### src/hw/paged_cpu_consts.svh
`ifndef PAGED_CPU_CONSTS_SVH
`define PAGED_CPU_CONSTS_SVH

`define WORD_W      16   // data and logical address width
`define PAGE_WORDS  70   // words per physical segment
`define RAM_WORDS   490  // seven segments
`define RAM_ADDR_W  9    // physical address width
`define OFS_W       7    // offset inside a page
`define SEG_COUNT   7
`define SEG_W       3
`define LPAGE_W     9    // logical page field of a chain entry
`define REG_COUNT   16
`define REG_IDX_W   4
`define PROG_START  46   // first program word
`define APB_ADDR_W  8

`define OFF_CTRL      8'h00
`define OFF_STATUS    8'h04
`define OFF_RAM_ADDR  8'h08
`define OFF_RAM_DATA  8'h0C
`define OFF_MMU_ENTRY 8'h10
`define OFF_START_SEG 8'h14
`define OFF_REG_BASE  8'h40  // register n at base + 4n

`endif

### src/hw/cpu_isa_pkg.sv
`include "paged_cpu_consts.svh"

package cpu_isa_pkg;

  typedef enum logic [7:0] {
    op_jmp           = 8'd1,   // absolute, value must be even
    op_jmp_plus      = 8'd5,   // forward by value instructions
    op_jmp_minus     = 8'd6,   // backward by value instructions
    op_ram2reg       = 8'd7,   // reg = mem[value]
    op_num2reg_low   = 8'd16,  // reg = value
    op_reg_low_plus  = 8'd18,  // reg += value
    op_reg_low_minus = 8'd20,  // reg -= value
    op_exit          = 8'd30
  } opcode_e;

  typedef enum logic [3:0] {
    st_idle,
    st_map_req,   // one-cycle request to the mapper
    st_map_wait,  // waiting for mapper done
    st_word_op,   // opcode word on ram_rdata
    st_word_val,  // value word on ram_rdata, execute
    st_word_mem   // ram2reg data word on ram_rdata
  } core_state_e;

  typedef enum logic {ms_idle, ms_walk} map_state_e;

  typedef enum logic [1:0] {
    err_none,
    err_wrong_address,
    err_wrong_reg_num,
    err_illegal_opcode
  } error_e;

  typedef struct packed {
    logic                en;
    logic [`WORD_W-1:0]  addr;
    logic [`WORD_W-1:0]  data;
  } ram_wr_t;

  typedef struct packed {
    logic                en;
    logic [`SEG_W-1:0]   seg;    // entry being written
    logic [`SEG_W-1:0]   next;   // self index ends the chain
    logic [`LPAGE_W-1:0] lpage;
  } mmu_entry_wr_t;

endpackage

### src/hw/page_mapper.sv
`timescale 1ns/100ps
`include "paged_cpu_consts.svh"

module page_mapper import cpu_isa_pkg::*; (
  input  logic                   clk,
  input  logic                   arst_n,
  input  logic [`SEG_W-1:0]      start_seg,
  input  mmu_entry_wr_t          mmu_wr,
  input  logic                   map_req,
  input  logic [`WORD_W-1:0]     map_laddr,
  output logic                   map_done,
  output logic                   map_miss,
  output logic [`RAM_ADDR_W-1:0] map_paddr
);

  logic [`SEG_W-1:0]   next_seg [`SEG_COUNT];  // chain link per segment
  logic [`LPAGE_W-1:0] lpage    [`SEG_COUNT];  // logical page held by segment
  map_state_e          state;
  logic [`SEG_W-1:0]   pos;        // entry under test
  logic [`SEG_W-1:0]   visits;     // bounds a walk through a looped chain
  logic [`WORD_W-1:0]  page_q;
  logic [`OFS_W-1:0]   offset_q;
  logic [`WORD_W-1:0]  req_page;
  logic [`OFS_W-1:0]   req_offset;
  logic                hit;
  logic                chain_end;

  function automatic logic [`RAM_ADDR_W-1:0] phys(input logic [`SEG_W-1:0] seg,
                                                  input logic [`OFS_W-1:0] ofs);
    phys = `RAM_ADDR_W'(seg) * `RAM_ADDR_W'(`PAGE_WORDS) + `RAM_ADDR_W'(ofs);
  endfunction

  assign req_page   = map_laddr / `WORD_W'(`PAGE_WORDS);
  assign req_offset = `OFS_W'(map_laddr % `WORD_W'(`PAGE_WORDS));
  assign hit        = (`WORD_W'(lpage[pos]) == page_q);
  assign chain_end  = (next_seg[pos] == pos) ||
                      (visits == `SEG_W'(`SEG_COUNT - 1));  // every segment seen once

  always_ff @(posedge clk or negedge arst_n) begin
    if (!arst_n) begin
      for (int s = 0; s < `SEG_COUNT; s++) begin
        next_seg[s] <= `SEG_W'(s);  // each entry starts self-linked
        lpage[s]    <= '0;
      end
    end else if (mmu_wr.en && mmu_wr.seg < `SEG_COUNT && mmu_wr.next < `SEG_COUNT) begin
      next_seg[mmu_wr.seg] <= mmu_wr.next;
      lpage[mmu_wr.seg]    <= mmu_wr.lpage;
    end
  end

  always_ff @(posedge clk or negedge arst_n) begin
    if (!arst_n) begin
      state     <= ms_idle;
      pos       <= '0;
      visits    <= '0;
      page_q    <= '0;
      offset_q  <= '0;
      map_done  <= 1'b0;
      map_miss  <= 1'b0;
      map_paddr <= '0;
    end else begin
      map_done <= 1'b0;  // done and miss are single-cycle pulses
      map_miss <= 1'b0;
      case (state)
        ms_idle: begin
          if (map_req) begin
            page_q   <= req_page;
            offset_q <= req_offset;
            if (req_page == '0) begin  // page 0 always sits in the start segment
              map_done  <= 1'b1;
              map_paddr <= phys(start_seg, req_offset);
            end else begin
              pos    <= next_seg[start_seg];  // walk begins after the start entry
              visits <= '0;
              state  <= ms_walk;
            end
          end
        end
        ms_walk: begin
          if (hit) begin
            map_done  <= 1'b1;
            map_paddr <= phys(pos, offset_q);
            state     <= ms_idle;
          end else if (chain_end) begin
            map_done <= 1'b1;
            map_miss <= 1'b1;  // page not in this chain
            state    <= ms_idle;
          end else begin
            pos    <= next_seg[pos];
            visits <= visits + 1'b1;
          end
        end
        default: state <= ms_idle;
      endcase
    end
  end

endmodule

### config.mk
export PLATFORM = sky130hd
export DESIGN_NAME = page_mapper
export DESIGN_NICKNAME = d
export VERILOG_FILES = /design/src/hw/cpu_isa_pkg.sv /design/src/hw/page_mapper.sv
export VERILOG_INCLUDE_DIRS = /design/src /design/src/hw
export SDC_FILE = /design/constraint.sdc
export NUM_CORES = 1
export LEC_CHECK = 0
export ABC_AREA = 1
export BUFFER_PORTS_ARGS = -buffer_cell sky130_fd_sc_hd__buf_2
export CAP_MARGIN = 20
export CORE_ASPECT_RATIO = 1.25
export CORE_MARGIN = 4
export CORE_UTILIZATION = 30
export CTS_BUF_LIST = sky130_fd_sc_hd__clkbuf_4 sky130_fd_sc_hd__clkbuf_8 sky130_fd_sc_hd__clkbuf_16
export CTS_CLUSTER_DIAMETER = 200
export DETAILED_ROUTE_END_ITERATION = 12
export GPL_TIMING_DRIVEN = 0
export SYNTH_ARGS = -nofsm -noshare
export SYNTH_HDL_FRONTEND = slang
export SYNTH_SLANG_ARGS = --single-unit
### constraint.sdc
create_clock -name clk -period 4.1 [get_ports clk]
set_input_delay 0.82 -clock clk [delete_from_list [all_inputs] [get_ports clk]]
set_output_delay 0.82 -clock clk [all_outputs]
set_load 0.03 [all_outputs]
==> flow_metrics.tcl <==
set metrics [dict create \
    run_status "finished with violations" \
    failing_checks "setup timing" \
    ioPinCount 49 \
    fin_ws_ps -3780 \
    ys_warn_count 0 \
    areaGrowthSynthToFinish_pct 40.1 \
    hp-class "in2async" \
    critical_path_peak_fanout 8 \
    worst_r2r_endpoint "map_paddr[8]" \
    post_synth_instance_area_mm2 0.00833 \
    critical_path.endpoint_type "flip-flop" \
    floorplan.initialDensity 0.308 \
    num_rows 67 \
    cap_viol_max_count 0 \
    clk_transition_reported_paths_ps 60 \
    reg2reg_from "pos[1]" \
    routed_via_density 5.02 \
    finalNetCount 1429 \
    share_of_flip_flops_with_an_asynchronous_set_or_reset 1.00 \
    area.sequential_mm2 0.00299 \
    wl_per_cell_um 15.2 \
    crit_slowest_cell "sky130_fd_sc_hd__nor2_4" \
    depth_of_the_most_critical_reg_to_reg_path 24 \
    filler_cell_count 2606 \
    gate_count_after_technology_mapping 1187 \
    final_worst_path_cycle_share 1.92 \
    die_width_um 157 \
    grt_pass1_vias 8432 \
    seq_area_frac_synth 0.359 \
    global_route.usage.total 0.165 \
    relSlewSlack 0.287 \
    path_class "in2reg" \
    grt_overflow 0 \
    crit_top_cell "sky130_fd_sc_hd__nand2_4" \
    cts_hold_buffers 0 \
    syn_avg_cell_area_um2 7.02 \
    cts.sinks 119 \
    drt_drc_violations_left 0 \
    antenna_cells 0 \
    cts_tree "done" \
    gp_routability_congestion 0.863 \
    number_of_distinct_library_cell_variants_in_the_gate_level_netlist_after_synthesis 45 \
    grt_max_degree 99 \
    rsz_0062_raised_after_global_routing "yes" \
    ant_nets 0 \
    max-clock-path-buffers 2 \
    max_freq_mhz 127 \
    synth_ff_type "sky130_fd_sc_hd__dfrtp_1" \
    tightestPinTransition_ps 1060 \
    drtIter0Drc 511 \
    first_element_of_the_critical_path "map_laddr[14]" \
    tritoncts_buffers 17 \
    post-route-min-period_ps 7880 \
    hpwlAfterDp_um 17700 \
    crit_path_start_kind "input pin" \
    route.vias.total 8648 \
    setup-violations-final 27 \
    cp.required_ps 4460 \
    antenna_found_initial 0 \
    die_height_um 194 \
    crit_path_end "map_paddr[8]" \
    synth_enable_flop_cells 0 \
    clock-skew-final_ps 10.3 \
    grt_pass1_wl_um 41800 \
    synth_fp_nets 1253 \
    timing_hold_violations_final 0 \
    clock_root_cell "sky130_fd_sc_hd__clkbuf_16" \
    r2r_slack_ps -110 \
    design.die.area_mm2 0.0305 \
    max_stage_delay_ps 230 \
    critical_path_arrival_ps 8240 \
    slew_violations 0 \
    synth.ff_latch_count 119 \
    final_layout_size_suffix_gt1_frac 0.315 \
    final_cell_area_mm2 0.0117 \
    area_of_the_multi_input_gates_mm2 0.00563 \
    totalWireLength_um 26100 \
    firstDrtPassIters 5 \
    clock_insertion_delay_worst_skew_ps 420 \
    postPlaceCellArea_mm2 0.00927 \
    core_area_mm2 0.0271 \
    cts_htree_levels 4 \
    i_o_buffers 48 \
]
==> cell type report <==
| cell class | count | share of cell area |
|---|---|---|
| multi-input combinational | 866 | 0.482 |
| sequential | 119 | 0.256 |
| timing repair buffer | 157 | 0.106 |
| inverter | 165 | 0.0545 |
| tap | 345 | 0.0370 |
| clock buffer | 17 | 0.0365 |
| clock inverter | 15 | 0.0144 |
| buffer | 37 | 0.0131 |
==> cell usage in the layout (no fill, tap or decap), types with 5 or more instances in the layout <==
cell type / netlist / routed
sky130_fd_sc_hd__inv_6: 0 / 6
sky130_fd_sc_hd__inv_4: 0 / 6
sky130_fd_sc_hd__nand3_4: 1 / 19
sky130_fd_sc_hd__nand2_1: 278 / 213
sky130_fd_sc_hd__buf_2: 5 / 50
sky130_fd_sc_hd__buf_4: 0 / 78
sky130_fd_sc_hd__nand3b_1: 6 / 6
sky130_fd_sc_hd__ha_1: 26 / 22
sky130_fd_sc_hd__clkbuf_1: 31 / 31
sky130_fd_sc_hd__nand4_1: 7 / 7
sky130_fd_sc_hd__o21ai_2: 2 / 8
sky130_fd_sc_hd__nand3_2: 13 / 21
sky130_fd_sc_hd__nand2_2: 30 / 44
sky130_fd_sc_hd__dfrtp_1: 110 / 110
sky130_fd_sc_hd__clkbuf_16: 0 / 17
sky130_fd_sc_hd__nor2_2: 7 / 8
sky130_fd_sc_hd__nand3_1: 100 / 74
sky130_fd_sc_hd__o21ai_1: 8 / 18
sky130_fd_sc_hd__xnor2_1: 5 / 5
sky130_fd_sc_hd__dfstp_2: 9 / 9
sky130_fd_sc_hd__o21ai_0: 139 / 121
sky130_fd_sc_hd__xor2_1: 18 / 15
sky130_fd_sc_hd__inv_1: 155 / 137
sky130_fd_sc_hd__nor2_1: 76 / 62
sky130_fd_sc_hd__nand2_8: 0 / 10
sky130_fd_sc_hd__nor4_1: 9 / 8
sky130_fd_sc_hd__nor2_4: 5 / 18
sky130_fd_sc_hd__inv_2: 6 / 18
sky130_fd_sc_hd__a21oi_1: 91 / 88
sky130_fd_sc_hd__buf_6: 1 / 29
sky130_fd_sc_hd__nand2_4: 11 / 52
==> metrics by stage <==
stage	util	TNS [ps]	instances	setup WS [ps]	hold WS [ps]
3_5_place_dp	0.342	-84040	1583	-4470	475
4_1_cts	0.400	-64840	1679	-3560	253
6_report	0.431	-71960	1721	-3780	251
5_1_grt	0.431	-83980	1721	-4380	258
2_1_floorplan	-	-52190	1187	-3170	453
3_3_place_gp	0.341	-81980	1580	-4360	467
==> routing by layer <==
metal	vias to the layer above	GRT usage	wire (um)
met1	4150	0.205	10700
met5	-	0	0
li1	4222	-	-
met2	230	0.298	13700
met3	46	0.0222	1100
met4	0	0.0453	624
==> sequential cells by signal, indices dropped and copies added (netlist names) <==
name	cells
state	1
map_miss	1
map_paddr	9
lpage	63
visits	3
offset_q	7
map_done	1
next_seg	21
page_q	10
pos	3
==> critical path: cells and delay by family <==
family	cells	cell delay, ps
buffers and inverters	11	1050
AND/OR/NAND/NOR	59	5530
AO/OA/AOI/OAI	5	650
adder cells (fa/ha/maj)	1	190
==> worst min path at each step <==
| stage | startpoint | endpoint | slack (ps) | cells past startpoint |
|---|---|---|---|---|
| after floorplan | offset_q[6] | offset_q[6] | 450 | 2 |
| after global placement | lpage[7] | lpage[7] | 470 | 2 |
| after detailed placement | lpage[8] | lpage[8] | 480 | 2 |
| after CTS | arst_n | map_miss | 250 | 1 |
| after global routing | arst_n | map_paddr[5] | 260 | 1 |
| final | arst_n | map_miss | 250 | 1 |
==> what timing repair did <==
action	CTS	global route
buffers inserted	63	43
gates cloned	1	0
setup endpoints to repair	27	28
resized for setup	121	121
pin swaps	69	91
==> cells in the mapped netlist, drive strengths merged (2+ instances only) <==
cell,number,share of area
o211ai,3,0.0027
dfstp,9,0.028
nand4,9,0.0083
nand3,114,0.078
o31ai,2,0.0018
xor2,18,0.019
o21ai,149,0.090
xnor2,5,0.0053
nand2,319,0.16
nand3b,6,0.0054
nor3,2,0.0012
fa,2,0.0048
inv,161,0.073
dfrtp,110,0.33
a21oi,92,0.057
o22ai,2,0.0015
a211oi,2,0.0018
ha,26,0.039
a31oi,5,0.0038
clkinv,4,0.0018
nor2,89,0.049
nor4,9,0.0068
and2,2,0.0015
clkbuf,31,0.014
a32o,2,0.0024
buf,6,0.0044
or2,3,0.0023
==> kinds of logic (layout without fill, tap and decap cells) <==
logic type               after synthesis  after routing  share of synthesized area
flip-flops                           119            119                      0.359
XOR/XNOR                              23             23                     0.0242
adder cells (fa/ha/maj)               28             28                     0.0439
buffers and inverters                202            391                     0.0927
AND/OR/NAND/NOR                      554            554                      0.316
AO/OA/AOI/OAI                        261            261                      0.165
Power is left out: the tool's default activity adds up to more than one toggle a clock period on the data nets, which glitch-free logic cannot reach.
