`config.mk`:
```
export PLATFORM = sky130hd
export DESIGN_NAME = cpu_core
export DESIGN_NICKNAME = d
export VERILOG_FILES = /design/src/hw/cpu_isa_pkg.sv /design/src/hw/cpu_core.sv
export VERILOG_INCLUDE_DIRS = /design/src /design/src/hw
export SDC_FILE = /design/constraint.sdc
export NUM_CORES = 1
export LEC_CHECK = 0
export ABC_CLOCK_PERIOD_IN_PS = 7950
export BUFFER_PORTS_ARGS = -buffer_cell sky130_fd_sc_hd__buf_2
export CORE_MARGIN = 5
export CORE_UTILIZATION = 31
export CTS_CLUSTER_SIZE = 10
export DETAILED_ROUTE_END_ITERATION = 10
export GPL_TIMING_DRIVEN = 0
export HOLD_SLACK_MARGIN = 0.1
export PLACE_DENSITY = 0.54
export SYNTH_ARGS = -nofsm -noshare
export SYNTH_HDL_FRONTEND = slang
export SYNTH_SLANG_ARGS = --single-unit
```
`constraint.sdc`:
```
create_clock -name clk -period 7.95 [get_ports clk]
set_input_delay 0.795 -clock clk [delete_from_list [all_inputs] [get_ports clk]]
set_output_delay 0.795 -clock clk [all_outputs]
set_load 0.02 [all_outputs]
```
`src/hw/paged_cpu_consts.svh`:
```
`ifndef PAGED_CPU_CONSTS_SVH
`define PAGED_CPU_CONSTS_SVH

`define WORD_W      16   // data and logical address width
`define PAGE_WORDS  70   // words per physical segment
`define RAM_WORDS   490  // seven segments
`define RAM_ADDR_W  9    // physical address width
`define OFS_W       7    // offset inside a page
`define SEG_COUNT   7
`define SEG_W       3
`define LPAGE_W     9    // logical page field of a chain entry
`define REG_COUNT   16
`define REG_IDX_W   4
`define PROG_START  46   // first program word
`define APB_ADDR_W  8

`define OFF_CTRL      8'h00
`define OFF_STATUS    8'h04
`define OFF_RAM_ADDR  8'h08
`define OFF_RAM_DATA  8'h0C
`define OFF_MMU_ENTRY 8'h10
`define OFF_START_SEG 8'h14
`define OFF_REG_BASE  8'h40  // register n at base + 4n

`endif

```
`src/hw/cpu_isa_pkg.sv`:
```
`include "paged_cpu_consts.svh"

package cpu_isa_pkg;

  typedef enum logic [7:0] {
    op_jmp           = 8'd1,   // absolute, value must be even
    op_jmp_plus      = 8'd5,   // forward by value instructions
    op_jmp_minus     = 8'd6,   // backward by value instructions
    op_ram2reg       = 8'd7,   // reg = mem[value]
    op_num2reg_low   = 8'd16,  // reg = value
    op_reg_low_plus  = 8'd18,  // reg += value
    op_reg_low_minus = 8'd20,  // reg -= value
    op_exit          = 8'd30
  } opcode_e;

  typedef enum logic [3:0] {
    st_idle,
    st_map_req,   // one-cycle request to the mapper
    st_map_wait,  // waiting for mapper done
    st_word_op,   // opcode word on ram_rdata
    st_word_val,  // value word on ram_rdata, execute
    st_word_mem   // ram2reg data word on ram_rdata
  } core_state_e;

  typedef enum logic {ms_idle, ms_walk} map_state_e;

  typedef enum logic [1:0] {
    err_none,
    err_wrong_address,
    err_wrong_reg_num,
    err_illegal_opcode
  } error_e;

  typedef struct packed {
    logic                en;
    logic [`WORD_W-1:0]  addr;
    logic [`WORD_W-1:0]  data;
  } ram_wr_t;

  typedef struct packed {
    logic                en;
    logic [`SEG_W-1:0]   seg;    // entry being written
    logic [`SEG_W-1:0]   next;   // self index ends the chain
    logic [`LPAGE_W-1:0] lpage;
  } mmu_entry_wr_t;

endpackage

```
`src/hw/cpu_core.sv`:
```
`timescale 1ns/100ps
`include "paged_cpu_consts.svh"

module cpu_core import cpu_isa_pkg::*; (
  input  logic                   clk,
  input  logic                   arst_n,
  input  logic                   start,
  input  logic [`SEG_W-1:0]      start_seg,
  input  logic [`REG_IDX_W-1:0]  reg_ridx,
  input  logic                   map_done,
  input  logic                   map_miss,
  input  logic [`RAM_ADDR_W-1:0] map_paddr,
  input  logic [`WORD_W-1:0]     ram_rdata,
  output logic                   busy,
  output logic                   halted,
  output error_e                 error,
  output logic [`WORD_W-1:0]     reg_rdata,
  output logic                   map_req,
  output logic [`WORD_W-1:0]     map_laddr,
  output logic [`RAM_ADDR_W-1:0] ram_raddr
);

  core_state_e           state;
  core_state_e           after_map;  // stage entered when the mapped word arrives
  logic [`WORD_W-1:0]    pc;         // address of the current instruction
  logic [`WORD_W-1:0]    instr;      // opcode in 15:8, operand in 7:0
  logic [`WORD_W-1:0]    regs [`REG_COUNT];
  opcode_e               op;
  logic [7:0]            operand;
  logic [`REG_IDX_W-1:0] ridx;
  logic                  reg_bad;
  logic [`WORD_W-1:0]    seq_pc;
  logic [`WORD_W+1:0]    back_pc;    // two extra bits show underflow
  logic [`WORD_W-1:0]    target;
  logic [`WORD_W-1:0]    alu_res;
  error_e                exec_err;
  logic                  exec_exit;
  logic                  reg_wr;

  assign op        = opcode_e'(instr[15:8]);
  assign operand   = instr[7:0];
  assign ridx      = operand[`REG_IDX_W-1:0];
  assign reg_bad   = operand >= `REG_COUNT;
  assign seq_pc    = pc + `WORD_W'(2);  // instructions are two words
  assign back_pc   = {2'b00, seq_pc} - {1'b0, ram_rdata, 1'b0};
  assign map_req   = (state == st_map_req);
  assign ram_raddr = map_paddr;  // mapper holds the address through the read
  assign reg_rdata = regs[reg_ridx];  // register read port for the bus

  // execute decode, ram_rdata is the value word in st_word_val
  always_comb begin
    exec_err  = err_none;
    exec_exit = 1'b0;
    reg_wr    = 1'b0;
    target    = seq_pc;
    alu_res   = ram_rdata;
    case (op)
      op_jmp: begin
        if (ram_rdata[0]) begin
          exec_err = err_wrong_address;  // odd target
        end else begin
          target = ram_rdata;
        end
      end
      op_jmp_plus: target = seq_pc + {ram_rdata[`WORD_W-2:0], 1'b0};
      op_jmp_minus: begin
        if (back_pc[`WORD_W+1] || back_pc < `PROG_START) begin
          exec_err = err_wrong_address;  // would land before the program
        end else begin
          target = back_pc[`WORD_W-1:0];
        end
      end
      op_num2reg_low, op_reg_low_plus, op_reg_low_minus: begin
        if (reg_bad) begin
          exec_err = err_wrong_reg_num;
        end else begin
          reg_wr = 1'b1;
        end
        if (op == op_reg_low_plus) begin
          alu_res = regs[ridx] + ram_rdata;  // wraps mod 2^16
        end else if (op == op_reg_low_minus) begin
          alu_res = regs[ridx] - ram_rdata;
        end
      end
      op_ram2reg: begin
        if (reg_bad) begin
          exec_err = err_wrong_reg_num;
        end
      end
      op_exit: exec_exit = 1'b1;
      default: exec_err = err_illegal_opcode;
    endcase
  end

  always_ff @(posedge clk or negedge arst_n) begin
    if (!arst_n) begin
      state     <= st_idle;
      after_map <= st_word_op;
      pc        <= '0;
      instr     <= '0;
      map_laddr <= '0;
      busy      <= 1'b0;
      halted    <= 1'b0;
      error     <= err_none;
      for (int i = 0; i < `REG_COUNT; i++) begin
        regs[i] <= '0;
      end
    end else begin
      case (state)
        st_idle: begin
          if (start) begin
            halted <= 1'b0;  // registers survive a restart
            error  <= err_none;
            if (start_seg >= `SEG_COUNT) begin  // no such segment, stop at once
              halted <= 1'b1;
              error  <= err_wrong_address;
            end else begin
              busy      <= 1'b1;
              pc        <= `WORD_W'(`PROG_START);
              map_laddr <= `WORD_W'(`PROG_START);
              after_map <= st_word_op;
              state     <= st_map_req;
            end
          end
        end
        st_map_req: state <= st_map_wait;
        st_map_wait: begin
          if (map_done && map_miss) begin
            busy   <= 1'b0;
            halted <= 1'b1;
            error  <= err_wrong_address;  // page missing from the chain
            state  <= st_idle;
          end else if (map_done) begin
            state <= after_map;  // RAM read issued this cycle
          end
        end
        st_word_op: begin
          instr     <= ram_rdata;
          map_laddr <= pc + `WORD_W'(1);  // value word follows
          after_map <= st_word_val;
          state     <= st_map_req;
        end
        st_word_val: begin
          if (reg_wr) begin
            regs[ridx] <= alu_res;
          end
          if (exec_err != err_none || exec_exit) begin
            busy   <= 1'b0;
            halted <= 1'b1;
            error  <= exec_err;
            state  <= st_idle;
          end else if (op == op_ram2reg) begin
            map_laddr <= ram_rdata;  // third fetch, pc unchanged
            after_map <= st_word_mem;
            state     <= st_map_req;
          end else begin
            pc        <= target;
            map_laddr <= target;
            after_map <= st_word_op;
            state     <= st_map_req;
          end
        end
        st_word_mem: begin
          regs[ridx] <= ram_rdata;
          pc         <= seq_pc;
          map_laddr  <= seq_pc;
          after_map  <= st_word_op;
          state      <= st_map_req;
        end
        default: state <= st_idle;
      endcase
    end
  end

endmodule

```
==> metrics <==
worst vdd rail ir drop 0.0001578 V; total routing usage reported by global routing 0.2009; reg-to-reg endpoint regs[203]; final routed DRC violation total 0; Post-Syn Instances 2011; Placeable Area 0.06680 mm2; dominant synthesized flop cell sky130_fd_sc_hd__dfrtp_1; setup tns final 0 ps; fill count 6806; count of nets left with antenna violations after detail routing 0; num rows 95; die extent in x 268.9 um; final period demand of the worst path 7436 ps; Final setup viols 0; non-filler instance count after layout 3019; WL per Instance 24.38 um; highest fanout seen on the critical path 10; Area growth, synth to finish 13.25%; RSZ-0062 raised after global routing false; critical path data arrival time 7940 ps; boundary pin count 83; endpoint type of the worst setup path flip-flop; Syn. warnings 0; Achievable Freq 134.5 MHz; depth of the worst register-to-register path 18; post-CTS clock slew at the launch and capture registers of the worst setup and hold paths 60 ps; antenna violations before repair 0; Clk network pwr share 0.221; Port Buffers 68; largest net degree at the start of global routing 127; power share of the sequential group 0.300; Tightest Pin Transition 1522 ps; sequential area share after synthesis 0.3782; share of total power in combinational logic 0.479; Via Count 17403; worst path setup slack after routing 513.9 ps; violations in the final reports capacitance limit, slew limit; first-pass GRT wire length 110900 um; DRT iter0 DRCs 1528; Cell variety after synth 86; worst hold path type in2async; Final #Nets 2228; net switching power 3.318 mW; clock buffer count from CTS 40; kind of launch point of the worst setup path flip-flop; vias in the first global route 17285; Total Routed Length 73590 um; status finished, violations left; CTS HTree Levels 2; slack of the worst reg-to-reg path 510 ps; final cycle utilization of the critical path 0.9354; number of synthesized flops with an enable pin 0; placer congestion estimate 0.9361; Synth Net Count 2114; area of the die 0.07232 mm2; cell area after technology mapping 0.02078 mm2; clock network latency to the later pin of the worst-skew pair 590 ps; fraction of final layout cells sized beyond drive strength 1 0.2167; Required @ worst endpoint 8460 ps; Max Slew Vio Count 10; TritonCTS clock tree done; final hold violations 0; First-pass DRT Iterations 6; # diodes 0; number of max-capacitance violations reported 1; launch point of the worst reg-to-reg path instr[0]; final clock skew 29.71 ps; clock tree buffer depth 3; Place WS -154.8 ps; clock root buffer master sky130_fd_sc_hd__clkbuf_16; Clock Sinks 314; starting density of the core 0.3111; vertical die dimension 268.9 um; Avg Inst Size Synth 10.33 um2; Worst Setup Path Type reg2reg; Pleak 9.099 nW; Async SR Flop Fraction 1.000; total instance count after detailed placement 2954; Internal Pwr Total 4.564 mW; count of state elements after synthesis 314; placed wire-length estimate 56160 um; Remaining Overflow, GRT 0; switching share of power 0.4210; headroom to the max-slew limit -0.02228; Power Dens Cells 334.9 mW/mm2; average vias per placed instance 5.764
==> cells in the mapped netlist, drive strengths merged, types with 4 or more instances <==
cell	instances	share of area
xnor2	39	0.016
mux2	107	0.058
o221ai	13	0.0061
inv	68	0.012
and2	8	0.0024
or2	6	0.0018
mux4	160	0.17
a221o	8	0.0039
nand4	9	0.0027
a22oi	12	0.0043
buf	54	0.015
a32oi	7	0.0030
clkbuf	118	0.021
nor2	111	0.020
o21bai	14	0.0051
a31oi	13	0.0046
nand3	32	0.0079
o31ai	9	0.0033
nor3	28	0.0067
a221oi	11	0.0046
o22ai	14	0.0045
fa	4	0.0039
a21o	15	0.0054
a211oi	14	0.0051
nand2	268	0.048
dfrtp	312	0.38
o2111ai	5	0.0021
o21ai	224	0.055
nand3b	4	0.0014
a22o	7	0.0030
or3	10	0.0033
o21a	11	0.0043
and3	8	0.0024
nand2b	16	0.0049
xor2	11	0.0046
a21oi	114	0.028
o211ai	15	0.0059
nor2b	11	0.0033
ha	62	0.037
o22a	5	0.0021
==> timing repair <==
item	CTS	global route
pin swaps	1	0
endpoints found under the setup margin	21	45
hold buffers	0	0
setup buffers	2	0
cloned	0	0
resized for setup	2	8
==> cells by family (layout without fill, tap and decap cells) <==
logic type               Yosys count  count (layout)  synth area share
flip-flops                       314             314            0.3782
AND/OR/NAND/NOR                  526             526            0.1113
adder cells (fa/ha/maj)           66              66           0.04118
multiplexers                     270             270            0.2328
XOR/XNOR                          50              50           0.02107
buffers and inverters            240             375           0.04877
AO/OA/AOI/OAI                    545             545            0.1667
==> flip-flops by register name (all words and copies together), names as in the netlist <==
name       flops
error          2
after_map      3
pc            16
state          3
halted         1
regs         256
map_laddr     16
instr         16
busy           1
==> cell type report <==
type / instances / area (um2) / area share
buffer: 172 / 768.2 / 0.03264
clock buffer: 56 / 1101 / 0.04678
clock inverter: 7 / 118.9 / 0.005050
inverter: 68 / 255.2 / 0.01084
multi-input combinational: 1457 / 11920 / 0.5065
sequential: 314 / 7860 / 0.3340
tap: 873 / 1092 / 0.04641
timing repair buffer: 72 / 420.4 / 0.01786
==> power groups by stage <==
stage	combinational, mW	sequential (mW)	clock, mW
2_1_floorplan	2.59	2.33	0
3_3_place_gp	3.67	2.35	0
3_5_place_dp	3.72	2.38	0
4_1_cts	3.74	2.36	1.78
5_1_grt	4.08	2.42	1.85
6_report	3.77	2.37	1.74
==> cell usage in the layout, fill, tap and decap left out, types with 68 or more instances in the layout <==
cell type / synthesis / final
sky130_fd_sc_hd__nor2_1: 111 / 111
sky130_fd_sc_hd__buf_2: 14 / 81
sky130_fd_sc_hd__o21ai_0: 215 / 215
sky130_fd_sc_hd__clkbuf_1: 117 / 128
sky130_fd_sc_hd__a21oi_1: 109 / 109
sky130_fd_sc_hd__nand2_1: 268 / 268
sky130_fd_sc_hd__inv_1: 68 / 68
sky130_fd_sc_hd__dfrtp_1: 312 / 312
sky130_fd_sc_hd__mux4_2: 160 / 160
sky130_fd_sc_hd__mux2_2: 106 / 106
==> worst max-delay path by stage <==
stage,startpoint,endpoint,slack (ps)
2_1_floorplan,instr[0],regs[174],2430
3_3_place_gp,instr[0],regs[27],-120
3_5_place_dp,instr[0],regs[205],-150
4_1_cts,instr[0],regs[31],7
5_1_grt,instr[0],regs[43],60
6_report,instr[0],regs[203],510
==> metrics by stage <==
| step | utilization | total power [mW] | instance area (um2) | hold slack, ps |
|---|---|---|---|---|
| final | 0.3523 | 7.882 | 23540 | 203.5 |
| after global routing | 0.3523 | 8.349 | 23540 | 273.5 |
| after CTS | 0.3522 | 7.874 | 23530 | 251.2 |
| after detailed placement | 0.3335 | 6.101 | 22280 | 462.6 |
| after global placement | 0.3326 | 6.016 | 22220 | 460.6 |
| after floorplan | - | 4.918 | 20780 | 441.8 |
==> metal layers <==
metal,vias up,GRT usage,wire length [um]
li1,7677,-,-
met1,8878,0.2747,31220
met2,724,0.3383,35720
met3,124,0.02810,4806
met4,0,0.05302,1852
met5,-,0,0
==> worst max-delay path, cell delays in order (launching register included) <==
cell,delay (ps)
sky130_fd_sc_hd__dfrtp_1,320
sky130_fd_sc_hd__clkbuf_1,600
sky130_fd_sc_hd__buf_1,500
sky130_fd_sc_hd__clkdlybuf4s15_1,840
sky130_fd_sc_hd__mux4_2,600
sky130_fd_sc_hd__mux4_2,580
sky130_fd_sc_hd__ha_1,340
sky130_fd_sc_hd__inv_1,40
sky130_fd_sc_hd__a21oi_1,150
sky130_fd_sc_hd__o21a_1,170
sky130_fd_sc_hd__nor2_1,70
sky130_fd_sc_hd__o41ai_1,440
sky130_fd_sc_hd__o41ai_1,180
sky130_fd_sc_hd__o41ai_1,900
sky130_fd_sc_hd__xnor2_1,210
sky130_fd_sc_hd__nor2_1,70
sky130_fd_sc_hd__a211oi_2,620
sky130_fd_sc_hd__clkbuf_1,460
sky130_fd_sc_hd__mux2_2,250
Power figures use the tool's default switching activity.
