[config.mk]
export PLATFORM = sky130hd
export DESIGN_NAME = cpu_ctrl_apb
export DESIGN_NICKNAME = d
export VERILOG_FILES = /design/src/hw/cpu_isa_pkg.sv /design/src/hw/apb_bus_pkg.sv /design/src/hw/cpu_ctrl_apb.sv
export VERILOG_INCLUDE_DIRS = /design/src /design/src/hw
export SDC_FILE = /design/constraint.sdc
export NUM_CORES = 1
export LEC_CHECK = 0
export CAP_MARGIN = 20
export CORE_ASPECT_RATIO = 0.5
export CORE_UTILIZATION = 45
export DETAILED_ROUTE_END_ITERATION = 8
export DONT_BUFFER_PORTS = 1
export SLEW_MARGIN = 20
export SYNTH_ARGS = -nofsm -noshare
export SYNTH_HDL_FRONTEND = slang
export SYNTH_SLANG_ARGS = --single-unit
[constraint.sdc]
create_clock -name clk -period 2.3 [get_ports clk]
set_input_delay 0.23 -clock clk [delete_from_list [all_inputs] [get_ports clk]]
set_output_delay 0.23 -clock clk [all_outputs]
set_load 0.02 [all_outputs]
[src/hw/paged_cpu_consts.svh]
`ifndef PAGED_CPU_CONSTS_SVH
`define PAGED_CPU_CONSTS_SVH

`define WORD_W      16   // data and logical address width
`define PAGE_WORDS  70   // words per physical segment
`define RAM_WORDS   490  // seven segments
`define RAM_ADDR_W  9    // physical address width
`define OFS_W       7    // offset inside a page
`define SEG_COUNT   7
`define SEG_W       3
`define LPAGE_W     9    // logical page field of a chain entry
`define REG_COUNT   16
`define REG_IDX_W   4
`define PROG_START  46   // first program word
`define APB_ADDR_W  8

`define OFF_CTRL      8'h00
`define OFF_STATUS    8'h04
`define OFF_RAM_ADDR  8'h08
`define OFF_RAM_DATA  8'h0C
`define OFF_MMU_ENTRY 8'h10
`define OFF_START_SEG 8'h14
`define OFF_REG_BASE  8'h40  // register n at base + 4n

`endif

[src/hw/cpu_isa_pkg.sv]
`include "paged_cpu_consts.svh"

package cpu_isa_pkg;

  typedef enum logic [7:0] {
    op_jmp           = 8'd1,   // absolute, value must be even
    op_jmp_plus      = 8'd5,   // forward by value instructions
    op_jmp_minus     = 8'd6,   // backward by value instructions
    op_ram2reg       = 8'd7,   // reg = mem[value]
    op_num2reg_low   = 8'd16,  // reg = value
    op_reg_low_plus  = 8'd18,  // reg += value
    op_reg_low_minus = 8'd20,  // reg -= value
    op_exit          = 8'd30
  } opcode_e;

  typedef enum logic [3:0] {
    st_idle,
    st_map_req,   // one-cycle request to the mapper
    st_map_wait,  // waiting for mapper done
    st_word_op,   // opcode word on ram_rdata
    st_word_val,  // value word on ram_rdata, execute
    st_word_mem   // ram2reg data word on ram_rdata
  } core_state_e;

  typedef enum logic {ms_idle, ms_walk} map_state_e;

  typedef enum logic [1:0] {
    err_none,
    err_wrong_address,
    err_wrong_reg_num,
    err_illegal_opcode
  } error_e;

  typedef struct packed {
    logic                en;
    logic [`WORD_W-1:0]  addr;
    logic [`WORD_W-1:0]  data;
  } ram_wr_t;

  typedef struct packed {
    logic                en;
    logic [`SEG_W-1:0]   seg;    // entry being written
    logic [`SEG_W-1:0]   next;   // self index ends the chain
    logic [`LPAGE_W-1:0] lpage;
  } mmu_entry_wr_t;

endpackage

[src/hw/apb_bus_pkg.sv]
`include "paged_cpu_consts.svh"

package apb_bus_pkg;

  typedef struct packed {
    logic                   psel;
    logic                   penable;
    logic                   pwrite;
    logic [`APB_ADDR_W-1:0] paddr;
    logic [`WORD_W-1:0]     pwdata;
  } apb_req_t;

  typedef struct packed {
    logic [`WORD_W-1:0] prdata;
    logic               pready;
    logic               pslverr;
  } apb_rsp_t;

endpackage

[src/hw/cpu_ctrl_apb.sv]
`timescale 1ns/100ps
`include "paged_cpu_consts.svh"

module cpu_ctrl_apb import cpu_isa_pkg::*; import apb_bus_pkg::*; (
  input  logic                  clk,
  input  logic                  arst_n,
  input  apb_req_t              apb_req,
  input  logic                  busy,
  input  logic                  halted,
  input  error_e                error,
  input  logic [`WORD_W-1:0]    reg_rdata,
  output apb_rsp_t              apb_rsp,
  output logic                  start,
  output logic [`SEG_W-1:0]     start_seg,
  output logic [`REG_IDX_W-1:0] reg_ridx,
  output ram_wr_t               ram_wr,
  output mmu_entry_wr_t         mmu_wr
);

  logic [`WORD_W-1:0]     load_ptr;  // next RAM word to load
  logic [`APB_ADDR_W-1:0] off;
  logic                   is_reg;    // inside the register window
  logic                   known;
  logic                   reject;
  logic                   wr_ok;

  assign off      = apb_req.paddr;
  assign is_reg   = (off & `APB_ADDR_W'('hC3)) == `OFF_REG_BASE;  // 0x40..0x7C, word aligned
  assign reg_ridx = off[`REG_IDX_W+1:2];
  assign reject   = !known || (apb_req.pwrite && busy && off != `OFF_CTRL);
  assign wr_ok    = apb_req.psel && apb_req.penable && apb_req.pwrite && !reject;

  always_comb begin
    case (off)
      `OFF_CTRL, `OFF_STATUS, `OFF_RAM_ADDR, `OFF_RAM_DATA,
      `OFF_MMU_ENTRY, `OFF_START_SEG: known = 1'b1;
      default: known = is_reg;
    endcase
  end

  // zero wait states, read data straight from the decode
  always_comb begin
    apb_rsp.pready  = apb_req.psel;
    apb_rsp.pslverr = apb_req.psel && apb_req.penable && reject;
    apb_rsp.prdata  = '0;  // unknown offsets read 0
    case (off)
      `OFF_STATUS:    apb_rsp.prdata = {{(`WORD_W-4){1'b0}}, error, halted, busy};
      `OFF_RAM_ADDR:  apb_rsp.prdata = load_ptr;
      `OFF_START_SEG: apb_rsp.prdata = `WORD_W'(start_seg);
      default: begin
        if (is_reg) begin
          apb_rsp.prdata = reg_rdata;
        end
      end
    endcase
  end

  always_ff @(posedge clk or negedge arst_n) begin
    if (!arst_n) begin
      start     <= 1'b0;
      start_seg <= '0;
      load_ptr  <= '0;
      ram_wr    <= '0;
      mmu_wr    <= '0;
    end else begin
      start     <= wr_ok && off == `OFF_CTRL && apb_req.pwdata[0] && !busy;
      ram_wr.en <= 1'b0;  // write strobes last one cycle
      mmu_wr.en <= 1'b0;
      if (wr_ok) begin
        case (off)
          `OFF_RAM_ADDR: load_ptr <= apb_req.pwdata;
          `OFF_RAM_DATA: begin
            ram_wr   <= '{en: 1'b1, addr: load_ptr, data: apb_req.pwdata};
            load_ptr <= load_ptr + 1'b1;  // auto-increment for burst loading
          end
          `OFF_MMU_ENTRY: begin
            mmu_wr <= '{en:    1'b1,
                        seg:   apb_req.pwdata[`SEG_W-1:0],
                        next:  apb_req.pwdata[2*`SEG_W-1:`SEG_W],
                        lpage: apb_req.pwdata[2*`SEG_W+`LPAGE_W-1:2*`SEG_W]};
          end
          `OFF_START_SEG: start_seg <= apb_req.pwdata[`SEG_W-1:0];
          default: begin
          end
        endcase
      end
    end
  end

endmodule

==> flow_summary.json, run 1 <==
{
  "status": "finished, final reports clean",
  "clock_sinks": 69,
  "max_freq_mhz": 513,
  "synth-warning-count": 0,
  "ctsHtreeMaxLevel": 3,
  "yosysTopAreaCell": "dfrtp_1",
  "cts_root_buffer": "clkbuf_16",
  "p_leak_nw": 1.80,
  "synthTopCellsByArea": "dfrtp_1 (52%), mux2_2 (17%), a22o_1 (3.1%)",
  "cts_max_path_buffers": 2,
  "synth.yosys.seq_area_share": 0.517,
  "synth_area_per_cell_um2": 11.5,
  "syn2layout_area_growth_pct": 14.2,
  "via_per_inst": 6.27,
  "critical_path.max_fanout": 9,
  "grt_overflow": 0,
  "cts_tree": "built",
  "portBuffers": 0,
  "timing.final.crit_period_ns": 1.95,
  "finalHoldViolCount": 0,
  "grtUsageTotal": 0.240,
  "first_pass_iters": 4,
  "hp-class": "in2reg",
  "synth_ff_type": "dfrtp_1",
  "power.internal_w": 0.00226,
  "async_flop_share": 1.00,
  "drt_iter0_markers": 187,
  "cts_setup_buffers": 0,
  "ir_worst_vdd_uv": 445,
  "timing.setup.tns_ns": 0,
  "fin_nets": 346,
  "core_area_um2": 6910,
  "place.gp.congestion": 0.869,
  "drcViolationCount": 0,
  "grt_pass1_vias": 2539,
  "synth_fp_nets": 339,
  "setup_viol": 0,
  "ioPinCount": 124,
  "worstSetupPathType": "in2out",
  "pwr-share-seq": 0.439,
  "rows": 21,
  "finClkSkew_ns": 0.00369,
  "cp.required_ns": 2.07,
  "switching_share": 0.196,
  "cts.reportedPaths.clkPinSlew_ns": 0.05,
  "rsz0062_at_grt": "false",
  "combPwrFrac": 0.032,
  "num_vias": 2466,
  "wl_um": 8880,
  "ant_nets": 0,
  "grt_pass1_wl_um": 13700,
  "design_area_um2": 3810,
  "routedWlPerCell_um": 22.6,
  "synth_top_cell_area_share": 0.517,
  "synth_area_um2": 3340,
  "slew_violations": 0,
  "num_antenna_cells": 0,
  "n_fill_cell": 596,
  "clkPwrFrac": 0.528,
  "antenna_found_initial": 0,
  "tightestPinTransition_ns": 0.639,
  "insertion_delay_ns": 0.33,
  "grt_max_degree": 70,
  "start_util": 0.483,
  "synth_cells": 289,
  "dp_hpwl_um": 6360,
  "ys_types": 40,
  "die_width_um": 124,
  "power_density_nw_per_um2": 739,
  "numCtsBuffers": 9,
  "start_kind": "input pin",
  "ys_seq_elements": 69,
  "max_slew_margin": 0.574,
  "period_share": 0.848,
  "fp.dieH_um": 62.9,
  "synth_edf_count": 0,
  "synthTopCellsByCount": "dfrtp_1 (69), mux2_2 (49), nor2_1 (19)",
  "synth.most_common_cell": "dfrtp_1",
  "drive_gt1_frac": 0.272,
  "dieArea_um2": 7780,
  "placed_cell_area_um2": 3440,
  "cp-end-kind": "output pin",
  "cts_resized": 0,
  "cap_violations": 0,
  "p_sw_w": 0.000553,
  "cp.arrival_ns": 1.72
}
[metal layers]
layer  vias up  GRT usage  routed length, um
met5         -          0                  0
met4         0     0.0693                116
met3        14      0.105               1030
met2       124      0.324               3660
met1      1238      0.342               4070
li1       1090          -                  -
[metrics by stage]
step                      power [W]  std cells  hold WS (ns)  setup WS [ns]  utilization
after floorplan             0.00131        289       -0.0656          0.177            -
after global placement      0.00132        375       -0.0641          0.286        0.498
after detailed placement    0.00132        375       -0.0639          0.259        0.498
after CTS                   0.00285        393        0.0258          0.382        0.551
after global routing        0.00292        393        0.0240          0.223        0.551
final                       0.00282        393        0.0383          0.349        0.551
[cell type report]
cell class	count	area (um^2)	area share
flip-flops and latches	69	1730	0.453
inverters	5	18.8	0.00493
clock inverters	3	67.6	0.0177
repair buffers	16	155	0.0407
multi-input cells	195	1470	0.385
clock buffers	13	260	0.0683
well taps	92	115	0.0302
[worst paths after layout]
kind                             start           end  slack, ns  cells past startpoint
min                         apb_req[7]     ram_wr[7]       0.04                      1
max in group asynchronous       arst_n     mmu_wr[3]       1.56                      2
max reg2reg                load_ptr[0]  load_ptr[14]       0.42                      5
max                        apb_req[20]    apb_rsp[2]       0.35                      8
min in group asynchronous       arst_n    ram_wr[23]       0.43                      2
min reg2reg                load_ptr[8]    ram_wr[24]       0.61                      1
[sequential cells by signal, indices dropped and copies added, names as in the netlist]
signal     count
start          1
ram_wr        33
mmu_wr        16
start_seg      3
load_ptr      16
[logic make-up after synthesis]
family	after synthesis	synth area share
and+or+nand+nor	74	0.123
AOI/OAI and AO/OA	70	0.144
DFF	69	0.517
muxes	50	0.169
buffers and inverters	25	0.0431
adders and majority gates	1	0.00375
[critical path, stage by stage]
cell and delay (ns):
nor4_4 0.28, buf_4 0.21, nand3_1 0.22, nor2_1 0.23
buf_4 0.17, a22oi_1 0.08, o21ai_0 0.12, buf_4 0.17
[cells in the final DEF (no fill, tap or decap), types with 7 or more instances in the layout]
cell	instances
nand3_1	8
nor2_1	19
clkbuf_16	9
o21ai_0	10
nor3_1	8
a22o_1	12
mux2_2	49
buf_4	13
a21oi_1	16
nand2_1	14
dfrtp_1	69
a22oi_1	7
a31oi_1	8
[power groups by stage]
stage / Combinational, W / Clock, W / Sequential [W]
3_5_place_dp: 0.0000597 / 0 / 0.00126
5_1_grt: 0.000103 / 0.00158 / 0.00124
6_report: 0.0000906 / 0.00149 / 0.00124
2_1_floorplan: 0.0000615 / 0 / 0.00125
3_3_place_gp: 0.0000580 / 0 / 0.00126
4_1_cts: 0.0000920 / 0.00153 / 0.00124
[repair_timing]
item | CTS | global route
hold endpoints to repair | 69 | 0
endpoints found under the setup margin | 0 | 0
hold buffers | 2 | 0
No activity file was read; power rests on OpenSTA's default activity.
==> run 2: changes to the inputs <==
==> constraint.sdc (replaced) <==
create_clock -name clk -period 1.62 [get_ports clk]
set_input_delay 0.162 -clock clk [delete_from_list [all_inputs] [get_ports clk]]
set_output_delay 0.162 -clock clk [all_outputs]
set_load 0.02 [all_outputs]
==> run 2 against run 1 <==
Net effect:
- the run now ends with hold timing left
- register-to-register slack got worse by 0.40 ns
- global-route usage increased by 0.26 points
- final cell count up 13%
- sequential cell count is the same
- critical path depth decreased by 3
- die area unchanged
- via count rose by 5.7%
- combinational power is 79% higher
- worst hold slack got worse by 0.51 ns
- setup slack got worse by 0.33 ns
- critical endpoint is now load_ptr[14]
==> flow_summary.json, run 2 (synthesis results as in run 1) <==
{
  "start_util": 0.483,
  "finalCoreUtilization": 0.646,
  "critical_path.max_fanout": 4,
  "fin_nets": 397,
  "cp.required_ns": 1.89,
  "largest_reg_flops": 33,
  "hold_buffers": 16,
  "insertion_delay_ns": 0.33,
  "numCtsBuffers": 9,
  "place.gp.congestion": 0.834,
  "power_density_nw_per_um2": 901,
  "cts.reportedPaths.clkPinSlew_ns": 0.06,
  "timing.setup.tns_ns": 0,
  "layout_common_cells": "dfrtp_1 (69), buf_4 (41), mux2_4 (32)",
  "grt_overflow": 0,
  "critPathLaunch": "load_ptr[3]",
  "finalHoldViolCount": 69,
  "ctsHtreeMaxLevel": 3,
  "ir_worst_vdd_uv": 675,
  "rsz0062_at_grt": "true",
  "slew_violations": 0,
  "dieArea_um2": 7780,
  "wl_um": 9070,
  "final_common_cell": "dfrtp_1",
  "via_per_inst": 5.87,
  "p_total_w": 0.00403,
  "p_sw_w": 0.000781,
  "num_vias": 2606,
  "fp.dieH_um": 62.9,
  "timing.final.crit_period_ns": 1.60,
  "combPwrFrac": 0.040,
  "ff2ff_setup_slack_ns": 0.02,
  "drcViolationCount": 0,
  "first_pass_iters": 4,
  "ant_nets": 0,
  "clkPwrFrac": 0.526,
  "cp.arrival_ns": 1.87,
  "setup_viol": 0,
  "die_width_um": 124,
  "reg_top3": "ram_wr x33, load_ptr x16, mmu_wr x16",
  "finalHoldWorstSlack_ns": -0.473,
  "hp-class": "in2async",
  "core_area_um2": 6910,
  "antenna_found_initial": 0,
  "portBuffers": 0,
  "tightestPinTransition_ns": 0.267,
  "critPathSlowestCell": "or3_1",
  "power.internal_w": 0.00324,
  "drive_gt1_frac": 0.375,
  "switching_share": 0.194,
  "grtUsageTotal": 0.242,
  "period_share": 0.989,
  "num_antenna_cells": 0,
  "clock_sinks": 69,
  "grt_pass1_vias": 2553,
  "cap_violations": 0,
  "syn2layout_area_growth_pct": 33.9,
  "failed_checks": "hold timing",
  "timing.rr.start": "load_ptr[3]",
  "max_slew_margin": 0.822,
  "max_freq_mhz": 624,
  "timing.critical_path.buf_inv": 0,
  "routedWlPerCell_um": 20.4,
  "drt_iter0_markers": 90,
  "cp-end-kind": "flip-flop",
  "cts_max_path_buffers": 2,
  "cts_tree": "built",
  "largest-register": "ram_wr",
  "ioPinCount": 124,
  "critPathMaxStageDelay_ns": 0.48,
  "grt_max_degree": 70,
  "rows": 21,
  "start_kind": "flip-flop",
  "worstPathCellList": "and3_4, nand4_1, or3_1, a21oi_2, o22a_1",
  "status": "complete, but fails checks",
  "cts_root_buffer": "clkbuf_16",
  "finClkSkew_ns": 0.00288,
  "path_delay_family": "simple AND/OR/NAND/NOR gates",
  "ff2ff_path_depth": 5,
  "p_leak_nw": 2.09,
  "dp_hpwl_um": 6090,
  "pwr-share-seq": 0.434,
  "n_fill_cell": 536,
  "worstSetupPathType": "reg2reg",
  "reg2reg_to": "load_ptr[14]",
  "grt_pass1_wl_um": 13900
}
-- run 2: cell count changes in the layout (fill, tap and decap cells not counted), moves of 3 or more --
| cell | change |
|---|---|
| dlygate4sd3_1 | +15 |
| buf_6 | +5 |
| nor3_1 | -3 |
| a22o_2 | +3 |
| buf_4 | +28 |
| a22o_1 | -3 |
| mux2_2 | -31 |
| nor3_2 | +3 |
| mux2_4 | +32 |
-- run 2: power groups by stage --
stage,clock (W),combinational [W],sequential [W]
global placement,0,0.000113,0.00178
global route,0.00226,0.000174,0.00175
floorplan,0,0.0000887,0.00178
finish,0.00212,0.000162,0.00175
CTS,0.00217,0.000157,0.00175
detailed placement,0,0.000115,0.00178
-- run 2: worst max path at each step --
| stage | endpoint | slack [ns] | cells after the start |
|---|---|---|---|
| final | load_ptr[14] | 0.02 | 5 |
| after global routing | load_ptr[14] | -0.10 | 5 |
| after CTS | apb_rsp[2] | 0.02 | 9 |
| after detailed placement | ram_wr[15] | -0.28 | 6 |
| after global placement | ram_wr[15] | -0.23 | 6 |
| after floorplan | mmu_wr[0] | -0.42 | 6 |
-- run 2: per-layer routing --
| layer | share of wire | vias to the layer above | global-route usage |
|---|---|---|---|
| li1 | - | 1201 | - |
| met1 | 0.47 | 1304 | 0.328 |
| met2 | 0.45 | 99 | 0.350 |
| met3 | 0.078 | 2 | 0.103 |
| met4 | 0.0023 | 0 | 0.0708 |
| met5 | 0 | - | 0 |
-- run 2: area by class of cell --
type | count | area, um^2 | share of cell area
Inverter | 5 | 18.8 | 0.00420
Tap cell | 92 | 115 | 0.0258
Sequential cell | 69 | 1730 | 0.387
Timing Repair Buffer | 67 | 634 | 0.142
Clock buffer | 12 | 256 | 0.0574
Multi-Input combinational cell | 195 | 1650 | 0.368
Clock inverter | 4 | 70.1 | 0.0157
-- run 2: through the flow --
step           setup slack, ns  cells  hold WS [ns]  instance area (um^2)
2_1_floorplan           -0.417    289        -0.134                  3460
3_5_place_dp            -0.283    405        -0.132                  3810
3_3_place_gp            -0.230    405        -0.132                  3810
6_report                0.0172    444        -0.473                  4470
4_1_cts                 0.0170    438        -0.490                  4310
5_1_grt                 -0.101    444        -0.499                  4470
-- run 2: timing repair --
item / CTS / global route
buffers inserted: 1 / 4
setup endpoints to repair: 15 / 53
pin swaps: 0 / 3
cloned: 0 / 2
hold endpoints to repair: 107 / 69
resized for setup: 2 / 19
==> run 3: changes to the inputs <==
==> constraint.sdc (replaced) <==
create_clock -name clk -period 1.99 [get_ports clk]
set_input_delay 0.199 -clock clk [delete_from_list [all_inputs] [get_ports clk]]
set_output_delay 0.199 -clock clk [all_outputs]
set_load 0.02 [all_outputs]
==> run 3 against run 2 <==
Net effect:
- first-iteration DRC count is 76% higher
- routed wire length down 8.2%
- critical path type is now in2out
- count of clock-buffer cells in the layout decreased by 1
- the run now ends clean
- highest routed layer unchanged
- non-clock buffer count fell by 43
==> flow_summary.json, run 3 (synthesis results as in run 1) <==
{
  "portBuffers": 0,
  "tightestPinTransition_ns": 0.357,
  "design_area_um2": 3970,
  "syn2layout_area_growth_pct": 18.9,
  "multi_input_area_um2": 1580,
  "timing.rr.start": "load_ptr[7]",
  "via_per_inst": 6.08,
  "numCtsBuffers": 9,
  "layout_common_cells": "dfrtp_1 (69), mux2_4 (29), mux2_2 (21)",
  "fp.dieH_um": 62.9,
  "final_common_cell": "dfrtp_1",
  "grtUsageTotal": 0.228,
  "max_slew_margin": 0.760,
  "drive_gt1_frac": 0.302,
  "dieArea_um2": 7780,
  "grt_pass1_wl_um": 13200,
  "critPathMaxStageDelay_ns": 0.29,
  "worstSetupPathType": "in2out",
  "antenna_found_initial": 0,
  "grt_overflow": 0,
  "max_freq_mhz": 532,
  "slew_violations": 0,
  "p_leak_nw": 1.86,
  "holdPathEnd": "load_ptr[0]",
  "hp-start": "apb_req[0]",
  "fin_nets": 354,
  "reg_top3": "ram_wr x33, load_ptr x16, mmu_wr x16",
  "setup_viol": 0,
  "place.gp.congestion": 0.833,
  "routedWlPerCell_um": 20.8,
  "cts_root_buffer": "clkbuf_16",
  "timing.critical_path.buf_inv": 3,
  "crit_top_cell": "buf_4",
  "timing.final.crit_period_ns": 1.88,
  "insertion_delay_ns": 0.33,
  "start_util": 0.483,
  "drt_iter0_markers": 158,
  "cp.arrival_ns": 1.68,
  "num_antenna_cells": 0,
  "start_kind": "input pin",
  "wl_um": 8320,
  "die_width_um": 124,
  "finalHoldViolCount": 0,
  "grt_max_degree": 70,
  "first_pass_iters": 4,
  "drcViolationCount": 0,
  "seq_area_um2": 1730,
  "ioPinCount": 124,
  "cts.reportedPaths.clkPinSlew_ns": 0.05,
  "n_fill_cell": 574,
  "critPathSlowestCell": "nor4_4",
  "dp_hpwl_um": 6120,
  "grt_pass1_vias": 2442,
  "status": "finished, final reports clean",
  "holdPathStages": 2,
  "largest-register": "ram_wr",
  "ir_worst_vdd_uv": 437,
  "clock_sinks": 69,
  "timing.setup.tns_ns": 0,
  "largest_reg_flops": 33,
  "ctsHtreeMaxLevel": 3,
  "rows": 21,
  "cts_max_path_buffers": 2,
  "path_delay_family": "buffers and inverters",
  "ff2ff_path_depth": 5,
  "rsz0062_at_grt": "false",
  "num_vias": 2430,
  "finClkSkew_ns": 0.00483,
  "core_area_um2": 6910,
  "ant_nets": 0,
  "cp-end-kind": "output pin",
  "ff2ff_setup_slack_ns": 0.27,
  "reg2reg_to": "load_ptr[15]",
  "placed_cell_area_um2": 3630,
  "critical_path.max_fanout": 13,
  "power_density_nw_per_um2": 786,
  "period_share": 0.944,
  "hp-class": "in2reg",
  "cp.required_ns": 1.79,
  "cts_tree": "built",
  "worstPathCellList": "nor4_4, buf_4, nand3_1, buf_4, nor2_2, buf_4, a22o_1",
  "cap_violations": 0
}
[run 3: cell types whose count changed in the layout (fill, tap and decap cells not counted), sizes merged]
cell and delta:
clkbuf -3, buf -26, clkinvlp +1, dlygate4sd3 -15, bufinv -1
[run 3: final cells by class]
cell class / instances / share of cell area
Tap cell: 92 / 0.0290
Clock inverter: 4 / 0.0120
Timing Repair Buffer: 24 / 0.0574
Multi-Input combinational cell: 195 / 0.398
Clock buffer: 11 / 0.0637
Sequential cell: 69 / 0.435
Inverter: 5 / 0.00473
[run 3: per-stage QoR]
stage / instances / setup WS, ns / total power, W / hold WS [ns] / util
after floorplan: 289 / -0.0837 / 0.00152 / -0.0966 / -
after global placement: 383 / 0.0947 / 0.00152 / -0.0953 / 0.525
after detailed placement: 383 / 0.0158 / 0.00153 / -0.0951 / 0.525
after CTS: 400 / 0.128 / 0.00316 / 0.00558 / 0.574
after global routing: 400 / 0.00728 / 0.00324 / 0.00240 / 0.574
final: 400 / 0.112 / 0.00312 / 0.0152 / 0.574
[run 3: worst reg2reg max path: stages (launching register included)]
cell	delay [ns]
dfrtp_1	0.43
and3_1	0.29
nand3_1	0.18
nor3_1	0.38
a31oi_1	0.14
o22a_1	0.19
[run 3: where the power goes]
group / leakage [nW] / switching, W / internal [W]
sequential: 0.948 / 0.0000147 / 0.00141
clock: 0.147 / 0.000558 / 0.00103
combinational: 0.766 / 0.0000679 / 0.0000396
[run 3: layer usage]
metal / global-route usage / up-vias / part of all wire
met5: 0 / - / 0
met4: 0.0602 / 0 / 0.0079
met3: 0.0849 / 10 / 0.079
met2: 0.337 / 92 / 0.44
met1: 0.311 / 1218 / 0.47
li1: - / 1110 / -
[run 3: what timing repair did]
item	4_1_cts	5_1_grt
hold buffers	2	0
setup buffers	0	0
resized for setup	0	0
hold endpoints to repair	69	0
[run 3: worst max-delay path by stage]
stage	from	end	slack, ns	cells after the start
4_1_cts	apb_req[22]	apb_rsp[10]	0.13	7
3_3_place_gp	apb_req[22]	ram_wr[20]	0.09	6
3_5_place_dp	apb_req[23]	ram_wr[7]	0.02	6
5_1_grt	apb_req[22]	apb_rsp[9]	0.007	7
2_1_floorplan	apb_req[22]	mmu_wr[0]	-0.08	6
6_report	apb_req[22]	apb_rsp[10]	0.11	7
